`config.mk`:
```
export PLATFORM = sky130hd
export DESIGN_NAME = uart_controller
export DESIGN_NICKNAME = d
export VERILOG_FILES = /design/src/design/uart_pkg.sv /design/src/design/uart_baud_gen.sv /design/src/design/uart_controller.sv /design/src/design/uart_fifo.sv /design/src/design/uart_regs.sv /design/src/design/uart_rx.sv /design/src/design/uart_tx.sv
export SDC_FILE = /design/constraint.sdc
export NUM_CORES = 1
export LEC_CHECK = 0
export ABC_AREA = 1
export BUFFER_PORTS_ARGS = -buffer_cell sky130_fd_sc_hd__buf_2
export CORE_MARGIN = 4
export CORE_UTILIZATION = 35
export CTS_CLUSTER_SIZE = 40
export DETAILED_ROUTE_END_ITERATION = 10
export GPL_TIMING_DRIVEN = 0
export PLACE_DENSITY = 0.54
export SYNTH_ARGS = -nofsm -noshare
export SYNTH_HDL_FRONTEND = slang
export SYNTH_SLANG_ARGS = --single-unit
```
`constraint.sdc`:
```
create_clock -name clk_i -period 5.2 [get_ports clk_i]
set_clock_uncertainty 0.05 [all_clocks]
set_input_delay 1.56 -clock clk_i [delete_from_list [all_inputs] [get_ports clk_i]]
set_output_delay 1.56 -clock clk_i [all_outputs]
set_load 0.02 [all_outputs]
```
`src/design/uart_pkg.sv`:
```
package uart_pkg;

    // peripheral base, four word registers above it
    localparam logic [31:0] UART_BASE_ADDR = 32'h2000_0000;

    // word index of each register, byte offsets 0x0, 0x4, 0x8 and 0xc
    typedef enum logic [1:0] {
        REG_CTRL   = 2'd0,
        REG_STATUS = 2'd1,
        REG_RXDATA = 2'd2,
        REG_TXDATA = 2'd3
    } reg_e;

    // control register bit positions
    localparam int CTRL_RX_EN_BIT = 0;
    localparam int CTRL_TX_EN_BIT = 1;
    localparam int CTRL_DIV_LSB   = 16;

    // 16x oversampling, last tick of a bit and mid-bit tick
    localparam logic [3:0] OVS_LAST = 4'd15;
    localparam logic [3:0] OVS_MID  = 4'd7;

    typedef struct packed {
        logic [31:0] addr;
        logic [31:0] wdata;
        logic        write;
    } bus_req_t;

    typedef struct packed {
        logic        rx_en;
        logic        tx_en;
        logic [15:0] divisor;
    } ctrl_t;

    // declared msb first so the struct lines up with register bits 4:0
    typedef struct packed {
        logic frame_err;
        logic rx_empty;
        logic rx_full;
        logic tx_empty;
        logic tx_full;
    } status_t;

    typedef enum logic [1:0] {
        TX_IDLE, TX_START, TX_DATA, TX_STOP
    } tx_state_e;

    typedef enum logic [1:0] {
        RX_IDLE, RX_START, RX_DATA, RX_STOP
    } rx_state_e;

endpackage

```
`src/design/uart_baud_gen.sv`:
```
`timescale 1ns/10ps

module uart_baud_gen (
    input  logic        clk_i,
    input  logic        reset_i,
    input  logic        enable_i,
    input  logic [15:0] divisor_i,
    output logic        tick_o
);

    logic [15:0] count_q;

    // one tick every divisor+1 cycles
    assign tick_o = enable_i && (count_q == 16'd0);

    always_ff @(posedge clk_i) begin
        if (reset_i) begin
            count_q <= '0;
        end else if (!enable_i) begin
            // restart from zero so the first tick comes right after enable
            count_q <= '0;
        end else if (count_q == 16'd0) begin
            count_q <= divisor_i;
        end else begin
            count_q <= count_q - 16'd1;
        end
    end

endmodule

```
`src/design/uart_controller.sv`:
```
`timescale 1ns/10ps

module uart_controller #(
    parameter int FIFO_DEPTH = 4
) (
    input  logic               clk_i,
    input  logic               reset_i,
    input  uart_pkg::bus_req_t req_i,
    input  logic               req_valid_i,
    output logic               req_ready_o,
    output logic [31:0]        resp_data_o,
    output logic               resp_valid_o,
    input  logic               resp_ready_i,
    input  logic               rx_i,
    output logic               tx_o
);

    import uart_pkg::*;

    ctrl_t      ctrl;
    logic       baud_tick;
    logic       tx_push;
    logic       tx_pop;
    logic       tx_full;
    logic       tx_empty;
    logic [7:0] tx_wdata;
    logic [7:0] tx_rdata;
    logic       rx_push;
    logic       rx_pop;
    logic       rx_full;
    logic       rx_empty;
    logic [7:0] rx_wdata;
    logic [7:0] rx_rdata;
    logic       frame_err;

    uart_regs #(
        .FIFO_DEPTH(FIFO_DEPTH)
    ) u_regs (
        .clk_i       (clk_i),
        .reset_i     (reset_i),
        .req_i       (req_i),
        .req_valid_i (req_valid_i),
        .req_ready_o (req_ready_o),
        .resp_data_o (resp_data_o),
        .resp_valid_o(resp_valid_o),
        .resp_ready_i(resp_ready_i),
        .ctrl_o      (ctrl),
        .tx_push_o   (tx_push),
        .tx_data_o   (tx_wdata),
        .tx_full_i   (tx_full),
        .tx_empty_i  (tx_empty),
        .rx_pop_o    (rx_pop),
        .rx_data_i   (rx_rdata),
        .rx_full_i   (rx_full),
        .rx_empty_i  (rx_empty),
        .frame_err_i (frame_err)
    );

    // oversample tick runs while either direction is on
    uart_baud_gen u_baud_gen (
        .clk_i    (clk_i),
        .reset_i  (reset_i),
        .enable_i (ctrl.rx_en | ctrl.tx_en),
        .divisor_i(ctrl.divisor),
        .tick_o   (baud_tick)
    );

    uart_fifo #(
        .DEPTH(FIFO_DEPTH),
        .WIDTH(8)
    ) u_tx_fifo (
        .clk_i  (clk_i),
        .reset_i(reset_i),
        .push_i (tx_push),
        .data_i (tx_wdata),
        .pop_i  (tx_pop),
        .data_o (tx_rdata),
        .full_o (tx_full),
        .empty_o(tx_empty)
    );

    uart_fifo #(
        .DEPTH(FIFO_DEPTH),
        .WIDTH(8)
    ) u_rx_fifo (
        .clk_i  (clk_i),
        .reset_i(reset_i),
        .push_i (rx_push),
        .data_i (rx_wdata),
        .pop_i  (rx_pop),
        .data_o (rx_rdata),
        .full_o (rx_full),
        .empty_o(rx_empty)
    );

    uart_tx u_tx (
        .clk_i       (clk_i),
        .reset_i     (reset_i),
        .enable_i    (ctrl.tx_en),
        .tick_i      (baud_tick),
        .fifo_empty_i(tx_empty),
        .fifo_data_i (tx_rdata),
        .fifo_pop_o  (tx_pop),
        .tx_o        (tx_o)
    );

    uart_rx u_rx (
        .clk_i      (clk_i),
        .reset_i    (reset_i),
        .enable_i   (ctrl.rx_en),
        .tick_i     (baud_tick),
        .rx_i       (rx_i),
        .fifo_full_i(rx_full),
        .push_o     (rx_push),
        .data_o     (rx_wdata),
        .frame_err_o(frame_err)
    );

endmodule

```
`src/design/uart_fifo.sv`:
```
`timescale 1ns/10ps

module uart_fifo #(
    parameter int DEPTH = 4,
    parameter int WIDTH = 8
) (
    input  logic             clk_i,
    input  logic             reset_i,
    input  logic             push_i,
    input  logic [WIDTH-1:0] data_i,
    input  logic             pop_i,
    output logic [WIDTH-1:0] data_o,
    output logic             full_o,
    output logic             empty_o
);

    localparam int PTR_W = $clog2(DEPTH);
    localparam int CNT_W = $clog2(DEPTH + 1);
    localparam logic [PTR_W-1:0] PTR_LAST = PTR_W'(DEPTH - 1);

    logic [WIDTH-1:0] mem_q [DEPTH];
    logic [PTR_W-1:0] wr_ptr_q;
    logic [PTR_W-1:0] rd_ptr_q;
    logic [CNT_W-1:0] count_q;

    assign data_o  = mem_q[rd_ptr_q];
    assign full_o  = (count_q == CNT_W'(DEPTH));
    assign empty_o = (count_q == '0);

    always_ff @(posedge clk_i) begin
        if (reset_i) begin
            wr_ptr_q <= '0;
            rd_ptr_q <= '0;
            count_q  <= '0;
        end else begin
            // wrap by compare, depth need not be a power of two
            if (push_i) begin
                wr_ptr_q <= (wr_ptr_q == PTR_LAST) ? '0 : wr_ptr_q + 1'b1;
            end
            if (pop_i) begin
                rd_ptr_q <= (rd_ptr_q == PTR_LAST) ? '0 : rd_ptr_q + 1'b1;
            end
            case ({push_i, pop_i})
                2'b10:   count_q <= count_q + 1'b1;
                2'b01:   count_q <= count_q - 1'b1;
                default: count_q <= count_q;
            endcase
        end
    end

    always_ff @(posedge clk_i) begin
        if (push_i) begin
            mem_q[wr_ptr_q] <= data_i;
        end
    end

    a_no_overflow: assert property (@(posedge clk_i) disable iff (reset_i) push_i |-> !full_o)
        else $error("uart_fifo: push while full");
    a_no_underflow: assert property (@(posedge clk_i) disable iff (reset_i) pop_i |-> !empty_o)
        else $error("uart_fifo: pop while empty");

endmodule

```
`src/design/uart_regs.sv`:
```
`timescale 1ns/10ps

module uart_regs #(
    parameter int FIFO_DEPTH = 4
) (
    input  logic               clk_i,
    input  logic               reset_i,
    input  uart_pkg::bus_req_t req_i,
    input  logic               req_valid_i,
    output logic               req_ready_o,
    output logic [31:0]        resp_data_o,
    output logic               resp_valid_o,
    input  logic               resp_ready_i,
    output uart_pkg::ctrl_t    ctrl_o,
    output logic               tx_push_o,
    output logic [7:0]         tx_data_o,
    input  logic               tx_full_i,
    input  logic               tx_empty_i,
    output logic               rx_pop_o,
    input  logic [7:0]         rx_data_i,
    input  logic               rx_full_i,
    input  logic               rx_empty_i,
    input  logic               frame_err_i
);

    import uart_pkg::*;

    // fifo pointers need at least two entries
    if (FIFO_DEPTH < 2) begin : g_depth_check
        $error("uart_regs: FIFO_DEPTH must be at least 2");
    end

    ctrl_t       ctrl_q;
    logic        frame_err_q;
    logic        active_q;
    logic        resp_valid_q;
    logic [31:0] resp_data_q;
    logic        addr_hit;
    reg_e        reg_sel;
    logic        txdata_wr;
    logic        req_fire;
    logic        wr_fire;
    logic        rd_fire;
    status_t     status;
    logic [31:0] rd_data;

    // base match and word alignment
    assign addr_hit  = (req_i.addr[31:4] == UART_BASE_ADDR[31:4]) && (req_i.addr[1:0] == 2'b00);
    assign reg_sel   = reg_e'(req_i.addr[3:2]);
    assign txdata_wr = req_i.write && addr_hit && (reg_sel == REG_TXDATA);

    // stall while a response waits or the tx fifo cannot take the byte
    assign req_ready_o = active_q && !resp_valid_q && !(txdata_wr && tx_full_i);
    assign req_fire    = req_valid_i && req_ready_o;
    assign wr_fire     = req_fire && req_i.write;
    assign rd_fire     = req_fire && !req_i.write;

    assign tx_push_o = req_fire && txdata_wr;
    assign tx_data_o = req_i.wdata[7:0];
    assign rx_pop_o  = rd_fire && addr_hit && (reg_sel == REG_RXDATA) && !rx_empty_i;

    assign status = '{
        frame_err: frame_err_q,
        rx_empty:  rx_empty_i,
        rx_full:   rx_full_i,
        tx_empty:  tx_empty_i,
        tx_full:   tx_full_i
    };

    always_comb begin
        rd_data = '0;
        if (addr_hit) begin
            case (reg_sel)
                REG_CTRL: begin
                    rd_data[CTRL_RX_EN_BIT]  = ctrl_q.rx_en;
                    rd_data[CTRL_TX_EN_BIT]  = ctrl_q.tx_en;
                    rd_data[31:CTRL_DIV_LSB] = ctrl_q.divisor;
                end
                REG_STATUS: rd_data[$bits(status_t)-1:0] = status;
                REG_RXDATA: begin
                    if (!rx_empty_i) begin
                        rd_data[7:0] = rx_data_i;
                    end
                end
                // txdata is write-only
                default: rd_data = '0;
            endcase
        end
    end

    always_ff @(posedge clk_i) begin
        if (reset_i) begin
            ctrl_q       <= '0;
            frame_err_q  <= 1'b0;
            active_q     <= 1'b0;
            resp_valid_q <= 1'b0;
        end else begin
            active_q <= 1'b1;
            if (wr_fire && addr_hit && (reg_sel == REG_CTRL)) begin
                ctrl_q.rx_en   <= req_i.wdata[CTRL_RX_EN_BIT];
                ctrl_q.tx_en   <= req_i.wdata[CTRL_TX_EN_BIT];
                ctrl_q.divisor <= req_i.wdata[31:CTRL_DIV_LSB];
            end
            // a new error wins over the clear from a status read
            if (frame_err_i) begin
                frame_err_q <= 1'b1;
            end else if (rd_fire && addr_hit && (reg_sel == REG_STATUS)) begin
                frame_err_q <= 1'b0;
            end
            if (rd_fire) begin
                resp_valid_q <= 1'b1;
            end else if (resp_ready_i) begin
                resp_valid_q <= 1'b0;
            end
        end
    end

    always_ff @(posedge clk_i) begin
        if (rd_fire) begin
            resp_data_q <= rd_data;
        end
    end

    assign resp_valid_o = resp_valid_q;
    assign resp_data_o  = resp_data_q;
    assign ctrl_o       = ctrl_q;

    // response held under back-pressure
    property p_resp_hold;
        @(posedge clk_i) disable iff (reset_i)
        resp_valid_o && !resp_ready_i |=> resp_valid_o && $stable(resp_data_o);
    endproperty
    a_resp_hold: assert property (p_resp_hold)
        else $error("uart_regs: response changed while stalled");

endmodule

```
`src/design/uart_rx.sv`:
```
`timescale 1ns/10ps

module uart_rx (
    input  logic       clk_i,
    input  logic       reset_i,
    input  logic       enable_i,
    input  logic       tick_i,
    input  logic       rx_i,
    input  logic       fifo_full_i,
    output logic       push_o,
    output logic [7:0] data_o,
    output logic       frame_err_o
);

    import uart_pkg::*;

    rx_state_e  state_q;
    logic [1:0] sync_q;
    logic       rx_prev_q;
    logic       rx_s;
    logic [3:0] tick_cnt_q;
    logic [2:0] bit_cnt_q;
    logic [7:0] shift_q;
    logic       push_q;
    logic       frame_err_q;
    logic       start_edge;
    logic       sample;

    assign rx_s       = sync_q[1];
    assign start_edge = enable_i && rx_prev_q && !rx_s;

    // start bit is checked at mid-bit, later bits one full bit apart
    assign sample = tick_i && (tick_cnt_q == ((state_q == RX_START) ? OVS_MID : OVS_LAST));

    // two-flop synchronizer, line idles high
    always_ff @(posedge clk_i) begin
        if (reset_i) begin
            sync_q    <= 2'b11;
            rx_prev_q <= 1'b1;
        end else begin
            sync_q    <= {sync_q[0], rx_i};
            rx_prev_q <= rx_s;
        end
    end

    always_ff @(posedge clk_i) begin
        if (reset_i) begin
            state_q     <= RX_IDLE;
            tick_cnt_q  <= '0;
            bit_cnt_q   <= '0;
            push_q      <= 1'b0;
            frame_err_q <= 1'b0;
        end else begin
            push_q      <= 1'b0;
            frame_err_q <= 1'b0;
            if ((state_q != RX_IDLE) && tick_i) begin
                tick_cnt_q <= tick_cnt_q + 4'd1;
            end
            case (state_q)
                RX_IDLE: begin
                    if (start_edge) begin
                        state_q    <= RX_START;
                        tick_cnt_q <= '0;
                    end
                end
                RX_START: begin
                    if (sample) begin
                        tick_cnt_q <= '0;
                        bit_cnt_q  <= '0;
                        // line back high, just a glitch
                        state_q    <= rx_s ? RX_IDLE : RX_DATA;
                    end
                end
                RX_DATA: begin
                    if (sample) begin
                        if (bit_cnt_q == 3'd7) begin
                            state_q <= RX_STOP;
                        end else begin
                            bit_cnt_q <= bit_cnt_q + 3'd1;
                        end
                    end
                end
                RX_STOP: begin
                    if (sample) begin
                        state_q <= RX_IDLE;
                        // byte dropped when the fifo is full
                        if (rx_s) begin
                            push_q <= !fifo_full_i;
                        end else begin
                            frame_err_q <= 1'b1;
                        end
                    end
                end
                default: state_q <= RX_IDLE;
            endcase
        end
    end

    always_ff @(posedge clk_i) begin
        if ((state_q == RX_DATA) && sample) begin
            shift_q <= {rx_s, shift_q[7:1]};
        end
    end

    assign push_o      = push_q;
    assign data_o      = shift_q;
    assign frame_err_o = frame_err_q;

endmodule

```
`src/design/uart_tx.sv`:
```
`timescale 1ns/10ps

module uart_tx (
    input  logic       clk_i,
    input  logic       reset_i,
    input  logic       enable_i,
    input  logic       tick_i,
    input  logic       fifo_empty_i,
    input  logic [7:0] fifo_data_i,
    output logic       fifo_pop_o,
    output logic       tx_o
);

    import uart_pkg::*;

    tx_state_e  state_q;
    logic [3:0] tick_cnt_q;
    logic [2:0] bit_cnt_q;
    logic [7:0] shift_q;
    logic       tx_q;
    logic       bit_done;

    // sixteenth tick of the current bit
    assign bit_done = tick_i && (tick_cnt_q == OVS_LAST);

    // enable only gates the start, a running frame always completes
    assign fifo_pop_o = (state_q == TX_IDLE) && tick_i && enable_i && !fifo_empty_i;
    assign tx_o       = tx_q;

    always_ff @(posedge clk_i) begin
        if (reset_i) begin
            state_q    <= TX_IDLE;
            tick_cnt_q <= '0;
            bit_cnt_q  <= '0;
            tx_q       <= 1'b1;
        end else begin
            // free-running within a bit, wraps at 16
            if ((state_q != TX_IDLE) && tick_i) begin
                tick_cnt_q <= tick_cnt_q + 4'd1;
            end
            case (state_q)
                TX_IDLE: begin
                    if (fifo_pop_o) begin
                        state_q    <= TX_START;
                        tick_cnt_q <= '0;
                        tx_q       <= 1'b0;
                    end
                end
                TX_START: begin
                    if (bit_done) begin
                        state_q   <= TX_DATA;
                        bit_cnt_q <= '0;
                        tx_q      <= shift_q[0];
                    end
                end
                TX_DATA: begin
                    if (bit_done) begin
                        if (bit_cnt_q == 3'd7) begin
                            state_q <= TX_STOP;
                            tx_q    <= 1'b1;
                        end else begin
                            bit_cnt_q <= bit_cnt_q + 3'd1;
                            tx_q      <= shift_q[1];
                        end
                    end
                end
                TX_STOP: begin
                    if (bit_done) begin
                        state_q <= TX_IDLE;
                    end
                end
                default: state_q <= TX_IDLE;
            endcase
        end
    end

    // lsb first
    always_ff @(posedge clk_i) begin
        if (fifo_pop_o) begin
            shift_q <= fifo_data_i;
        end else if ((state_q == TX_DATA) && bit_done) begin
            shift_q <= shift_q >> 1;
        end
    end

endmodule

```
# Yosys cells after proc, flatten, opt, wreduce, memory -nomap -nowiden
# Memory sizes are Yosys's and may differ from the RTL's. A register that Yosys moved wholly into a read port is not among the register bits.
# Cells that the tools add are included.
# W data, S select, Z words.
# classes
n_addsub	13
n_mul	0
n_div	0
order_cmp	0
eq_ne	36
shifts	0
muxes	60
n_bitwise	7
reduce_logical	62
# ops
cell	n
$mux W2	19
$pmux W3 S2	5
$eq A28 B26 Y1 const B	1
$logic_and A1 B1 Y1	28
$mux W4	7
$eq A2 B2 Y1 const B	12
$mux W8	3
$mux W3	6
$ne A2 B1 Y1 const B	9
$reduce_bool A2 Y1	9
$logic_not A16 Y1	1
$mux W16	1
$pmux W2 S4	2
$sub A16 B1 Y16 const B	1
$mux W1	14
$add A3 B1 Y3 const B	4
$eq A3 B3 Y1 const B	4
$reduce_and A4 Y1	3
$eq A2 B1 Y1 const B	5
$reduce_and A5 Y1	2
$add A2 B1 Y2 const B	4
$add A4 B1 Y4 const B	2
$logic_not A2 Y1	4
$pmux W4 S2	1
15 further kinds	31
# totals
reg_bits	123
latch_bits	0
mem_bits_rw	64
romBits	0
input_bits	70
output_inout_bits	35
word_cells	210
memories	2
# memory_table
name	depth	width	rd	rd_ports_with_merged_regs	wr	line	text
u_rx_fifo.mem_q	4	8	1	1	1	uart_fifo.sv:21	logic [WIDTH-1:0] mem_q [DEPTH];
u_tx_fifo.mem_q	4	8	1	1	1	uart_fifo.sv:21	

# Longest topological paths before layout
# depth
word_depth	14
ltp_mapped	17
depth_no_buf	17

# Cells and area by module
# A second synthesis with hierarchy kept.
# unflattened
hier_cells	955
area_unflattened_um2	8503.2
# by_module_without_submodules
module	instances	cells_each	area_each_um2
uart_regs	1	263	2139.6
uart_fifo at u_tx_fifo	1	136	1656.6
uart_fifo at u_rx_fifo	1	136	1654.1
uart_baud_gen	1	189	1123.6
uart_tx	1	125	1002.2
uart_rx	1	103	915.9
uart_controller	1	3	11.3

# Least setup slack after synthesis
# Ideal clock, no wire load.
# synth_timing
path_kind	input -> output
start	input port req_i[38] in the netlist's numbering
end	output port req_ready_o
arrival_ps	2459
required_ps	3590
setup_slack_ps	1131
path_stages	7
path_buffers	0
cell_sequence	or2_4 -> nor2_4 -> nand2_4 -> nor2_8 -> nand4_2 -> nand2_1 -> inv_1
# synth_via
elab_chain_cells	7
# synth_rtl
element	line	text
start: declaration	uart_controller.sv:8	input uart_pkg::bus_req_t req_i,
$eq A28 B26 Y1	uart_regs.sv:48	assign addr_hit = (req_i.addr[31:4] == UART_BASE_ADDR[31:4]) && (req_i.addr[1:0] == 2'b00);
$logic_and A1 B1 Y1	uart_regs.sv:48	
$logic_and A1 B1 Y1 (2 in a row)	uart_regs.sv:50	assign txdata_wr = req_i.write && addr_hit && (reg_sel == REG_TXDATA);
$logic_and A1 B1 Y1	uart_regs.sv:53	assign req_ready_o = active_q && !resp_valid_q && !(txdata_wr && tx_full_i);
$logic_not A1 Y1	uart_regs.sv:53	
$logic_and A1 B1 Y1	uart_regs.sv:53	
end: declaration	uart_controller.sv:10	output logic req_ready_o,
# No other way between the ends.

# Worst setup path in the final report
# Same ends and word-level chain as after synthesis.

==> flow_results.xml <==
<?xml version="1.0" encoding="UTF-8"?>
<metrics>
  <group name="setup_path">
    <metric name="required" unit="ns">3.59</metric>
    <metric name="setup.reg_to_reg.worst_slack" unit="ns">2.27</metric>
    <metric name="path_buf_inv" unit="">3</metric>
    <metric name="timing.setup.critical_path_class" unit="">input port to output port</metric>
    <metric name="critPathLaunch" unit="">req_i[38]</metric>
    <metric name="path_delay_family" unit="">simple AND/OR/NAND/NOR gates</metric>
    <metric name="timing.rr.end" unit="">u_tx_fifo.count_q[2]$_SDFFE_PP0P_</metric>
    <metric name="critical_path.max_stage_delay" unit="ns">0.25</metric>
    <metric name="cp_data_arrival_time" unit="ns">2.74</metric>
    <metric name="worstPathMaxFanout" unit="">8</metric>
    <metric name="endpoint" unit="">req_ready_o</metric>
    <metric name="critical_path_depth" unit="">9</metric>
    <metric name="cell_occurring_most_often_along_the_worst_timing_path" unit="">sky130_fd_sc_hd__buf_2</metric>
    <metric name="worst_setup_path_start_kind" unit="">input port</metric>
    <metric name="timing.rr.start" unit="">u_baud_gen.count_q[0]$_SDFF_PP0_</metric>
    <metric name="timing.critical_path.slowest_stage_cell" unit="">sky130_fd_sc_hd__or2_4</metric>
    <metric name="critPathCaptureType" unit="">output port</metric>
    <metric name="cp_cell_instances" unit="">buf_2 -&gt; or2_4 -&gt; nor2_4 -&gt; nand2_4 -&gt; nor2_8 -&gt; nand4_2 -&gt; nand2_1 -&gt; inv_1 -&gt; buf_2</metric>
    <metric name="reg2reg_depth" unit="">16</metric>
  </group>
  <group name="clock_tree">
    <metric name="cts_root_buf" unit="">sky130_fd_sc_hd__clkbuf_16</metric>
    <metric name="cts_resized" unit="">0</metric>
    <metric name="cts.reportedPaths.clkPinSlew" unit="ns">0.07</metric>
    <metric name="ctsLongestPathBuffers" unit="">2</metric>
    <metric name="ctsHtreeMaxLevel" unit="">4</metric>
    <metric name="cts_made_buffers" unit="">17</metric>
    <metric name="tritoncts" unit="">done</metric>
    <metric name="cts_post_setup_buffers_inserted" unit="">0</metric>
    <metric name="tritoncts_num_sinks" unit="">183</metric>
    <metric name="ctsHoldBuffers" unit="">0</metric>
    <metric name="worstSkewPairLatency" unit="ns">0.43</metric>
  </group>
  <group name="sta">
    <metric name="timing.slew.headroom" unit="%">22.5</metric>
    <metric name="timing_worst_slew_pin_value" unit="ns">1.15</metric>
    <metric name="hold_violations" unit="">0</metric>
    <metric name="unrepaired_setup_endpoints_after_global_routing" unit="">false</metric>
    <metric name="final.setup.tns" unit="ns">0</metric>
    <metric name="timing.final.ws_setup" unit="ns">0.847</metric>
    <metric name="fin_worst_hold_slack" unit="ns">0.370</metric>
    <metric name="finalCritPeriodShare" unit="%">83.7</metric>
    <metric name="fin_crit" unit="ns">4.35</metric>
    <metric name="final_max_slew_viol_count" unit="">0</metric>
    <metric name="achievable-frequency" unit="MHz">230</metric>
    <metric name="setup-violations-final" unit="">0</metric>
  </group>
  <group name="placed_design">
    <metric name="place.gp.congestion" unit="">0.765</metric>
    <metric name="post-dp-hpwl" unit="µm">12700</metric>
    <metric name="pre_cts_setup_slack" unit="ns">0.823</metric>
    <metric name="place_inst" unit="">1244</metric>
    <metric name="io_buffers" unit="">88</metric>
  </group>
  <group name="yosys">
    <metric name="postSynthRegisterBits" unit="">183</metric>
    <metric name="synth-main-ff-cell" unit="">sky130_fd_sc_hd__edfxtp_1</metric>
    <metric name="yosysWarningCount" unit="">0</metric>
    <metric name="synth-seq-area-share" unit="%">57.5</metric>
    <metric name="yosysUniqueCellTypes" unit="">52</metric>
    <metric name="synth_area_leaders" unit="">sky130_fd_sc_hd__edfxtp_1, sky130_fd_sc_hd__dfxtp_1, sky130_fd_sc_hd__nor2_1</metric>
    <metric name="synth.most_common_cell" unit="">sky130_fd_sc_hd__nor2_1</metric>
    <metric name="synth_edf_count" unit="">104</metric>
    <metric name="synthTopCellsByCount" unit="">sky130_fd_sc_hd__nor2_1, sky130_fd_sc_hd__edfxtp_1, sky130_fd_sc_hd__inv_1, sky130_fd_sc_hd__nand2_1, sky130_fd_sc_hd__dfxtp_1</metric>
    <metric name="postSynthCellCount" unit="">836</metric>
    <metric name="post_synth_design_cell_area" unit="µm²">8180</metric>
    <metric name="synth_top_area_share" unit="%">38.2</metric>
    <metric name="post-synth-top-area-cell" unit="">sky130_fd_sc_hd__edfxtp_1</metric>
    <metric name="synth_async_sr_flop_share" unit="%">0</metric>
    <metric name="synth.avg_cell_area" unit="µm²">9.78</metric>
  </group>
  <group name="pwr">
    <metric name="power_per_cell_area" unit="nW/µm²">303</metric>
    <metric name="ir_drop" unit="mV">0.186</metric>
    <metric name="leakage" unit="nW">3.86</metric>
  </group>
  <group name="final_layout">
    <metric name="finish.net_count" unit="">1050</metric>
    <metric name="insertedDiodeCount" unit="">0</metric>
    <metric name="utilization" unit="%">42.3</metric>
    <metric name="area_growth" unit="%">18.0</metric>
    <metric name="post_layout_nonfiller_instances" unit="">1276</metric>
    <metric name="post_route_cells_drive_above_1_share" unit="%">18.4</metric>
  </group>
  <group name="die">
    <metric name="fp.dieArea" unit="µm²">25900</metric>
    <metric name="horizontal_extent_of_the_die" unit="µm">161</metric>
    <metric name="die_height" unit="µm">161</metric>
    <metric name="design.core.area" unit="µm²">22800</metric>
    <metric name="fp-row-count" unit="">55</metric>
    <metric name="ios" unit="">105</metric>
    <metric name="initial_core_util" unit="%">35.9</metric>
  </group>
  <group name="global_route">
    <metric name="global_route_met1_utilization" unit="%">17.5</metric>
    <metric name="leftover_overflow_at_the_end_of_global_routing" unit="">0</metric>
    <metric name="global_route_wire_length_before_repair" unit="µm">28100</metric>
    <metric name="via_count_of_the_first_global_routing_pass" unit="">5557</metric>
    <metric name="global_route.peak_usage_layer" unit="">met2</metric>
    <metric name="grtUsageMet2" unit="%">23.1</metric>
    <metric name="met3_usage" unit="%">3.31</metric>
    <metric name="maximum_number_of_pins_on_one_net_before_global_route_repair" unit="">26</metric>
    <metric name="antenna_found_initial" unit="">1</metric>
    <metric name="gr-usage-all-layers" unit="%">13.6</metric>
  </group>
  <group name="run">
    <metric name="max_cap_violations" unit="">0</metric>
  </group>
  <group name="routing">
    <metric name="ant_nets" unit="">0</metric>
    <metric name="routed_wl" unit="µm">17500</metric>
    <metric name="drt-initial-drc-count" unit="">274</metric>
    <metric name="drt-vias-per-instance" unit="">4.54</metric>
    <metric name="wire_per_inst" unit="µm">13.7</metric>
    <metric name="dr.pass1.iters" unit="">6</metric>
    <metric name="total_via_count_after_detailed_routing" unit="">5789</metric>
    <metric name="remaining_drc_errors" unit="">0</metric>
  </group>
  <group name="outcome">
    <metric name="run_status" unit="">finished clean</metric>
  </group>
  <group name="hold_path">
    <metric name="worst_min_delay_path_class" unit="">flop to flop</metric>
  </group>
</metrics>
## flip-flops by register name, indices dropped and copies added (netlist names), 2 cells and up, named ones only
name,count
u_tx.bit_cnt_q,3
u_regs.resp_data_o,24
u_tx_fifo.rd_ptr_q,2
u_rx.sync_q,2
u_tx.tick_cnt_q,4
u_tx_fifo.count_q,3
u_tx_fifo.mem_q,32
u_tx.shift_q,8
u_rx.bit_cnt_q,3
u_rx_fifo.wr_ptr_q,2
u_rx.data_o,8
u_rx_fifo.rd_ptr_q,2
u_tx.state_q,2
u_rx_fifo.mem_q,32
u_rx.tick_cnt_q,4
u_rx_fifo.count_q,3
u_baud_gen.count_q,16
u_tx_fifo.wr_ptr_q,2
u_regs.ctrl_o,18
## worst reg2reg max path: cells and delay by family (launching register included)
family / cells / cell delay (ns)
AOI/OAI and AO/OA: 4 / 0.46
DFF: 1 / 0.30
and+or+nand+nor: 6 / 0.87
buffers and inverters: 3 / 0.34
adders and majority gates: 3 / 0.79
## layer usage
layer,up-vias,routed length (µm)
met3,16,691
met2,92,8520
li1,3005,-
met1,2674,8100
met5,-,13
met4,2,156
## cell type report
type | instances | area, µm²
Buffer | 26 | 160
Clock buffer | 22 | 497
Inverter | 94 | 360
Timing Repair Buffer | 88 | 440
Tap cell | 313 | 392
Clock inverter | 10 | 106
Sequential cell | 183 | 4700
Fill cell | 2217 | 13100
Multi-Input combinational cell | 540 | 2990
## logic make-up after synthesis
logic type / Yosys count / synth area share, %
compound gates: 144 / 9.70
other cells: 1 / 0.0459
buf+inv: 120 / 6.37
flops: 183 / 57.5
fa+ha+maj: 30 / 4.77
mux: 1 / 0.122
xor+xnor: 16 / 1.71
simple gates: 341 / 19.7
## how the worst min path moves through the flow
| stage | cells after the start | slack, ns | end | startpoint |
|---|---|---|---|---|
| floorplan | 1 | 0.34 | u_rx.sync_q[1]$_SDFF_PP1_ | u_rx.sync_q[0]$_SDFF_PP1_ |
| global placement | 1 | 0.36 | u_rx.sync_q[1]$_SDFF_PP1_ | u_rx.sync_q[0]$_SDFF_PP1_ |
| detailed placement | 1 | 0.35 | u_rx.sync_q[1]$_SDFF_PP1_ | u_rx.sync_q[0]$_SDFF_PP1_ |
| CTS | 1 | 0.37 | u_rx.sync_q[1]$_SDFF_PP1_ | u_rx.sync_q[0]$_SDFF_PP1_ |
| global route | 1 | 0.40 | u_rx.sync_q[1]$_SDFF_PP1_ | u_rx.sync_q[0]$_SDFF_PP1_ |
| finish | 1 | 0.37 | u_rx.sync_q[1]$_SDFF_PP1_ | u_rx.sync_q[0]$_SDFF_PP1_ |
## layout by cell type (no fill, tap or decap), types with 3 or more instances in the layout
cell type / netlist / layout
sky130_fd_sc_hd__o21ai_1: 13 / 13
sky130_fd_sc_hd__o21ai_0: 64 / 64
sky130_fd_sc_hd__nor2_4: 9 / 10
sky130_fd_sc_hd__inv_1: 87 / 87
sky130_fd_sc_hd__conb_1: 1 / 8
sky130_fd_sc_hd__ha_1: 28 / 28
sky130_fd_sc_hd__xnor2_1: 5 / 5
sky130_fd_sc_hd__a211oi_1: 8 / 8
sky130_fd_sc_hd__nand4_1: 7 / 7
sky130_fd_sc_hd__o211a_1: 3 / 3
sky130_fd_sc_hd__buf_4: 8 / 8
sky130_fd_sc_hd__nand3_1: 16 / 16
sky130_fd_sc_hd__nor2_2: 11 / 11
sky130_fd_sc_hd__nor2_1: 179 / 178
sky130_fd_sc_hd__edfxtp_1: 104 / 104
sky130_fd_sc_hd__nand2_1: 80 / 80
sky130_fd_sc_hd__buf_2: 1 / 89
sky130_fd_sc_hd__or2_2: 3 / 3
sky130_fd_sc_hd__a21oi_1: 35 / 35
sky130_fd_sc_hd__clkbuf_16: 0 / 19
sky130_fd_sc_hd__xor2_1: 11 / 11
sky130_fd_sc_hd__a31oi_1: 8 / 8
sky130_fd_sc_hd__nor4_1: 6 / 6
sky130_fd_sc_hd__inv_6: 0 / 3
sky130_fd_sc_hd__o22ai_1: 6 / 6
sky130_fd_sc_hd__nor3_1: 11 / 11
sky130_fd_sc_hd__dfxtp_1: 79 / 79
sky130_fd_sc_hd__nor2_8: 3 / 3
sky130_fd_sc_hd__clkbuf_1: 13 / 15
sky130_fd_sc_hd__inv_2: 5 / 5
## stage by stage
| stage | instance area, µm² | total power, W |
|---|---|---|
| after global routing | 9650 | 0.00302 |
| after CTS | 9650 | 0.00295 |
| after detailed placement | 9040 | 0.00164 |
| final | 9650 | 0.00292 |
| after floorplan | 8200 | 0.00159 |
| after global placement | 9030 | 0.00164 |
## where the power goes
| group | internal (W) | switching [W] | leakage [nW] |
|---|---|---|---|
| Sequential | 0.00152 | 0.00000103 | 1.58 |
| Combinational | 0.0000315 | 0.0000484 | 1.98 |
| Clock | 0.000741 | 0.000576 | 0.290 |
| Total | 0.00229 | 0.000625 | 3.86 |
(Power assumes the default switching activity.)
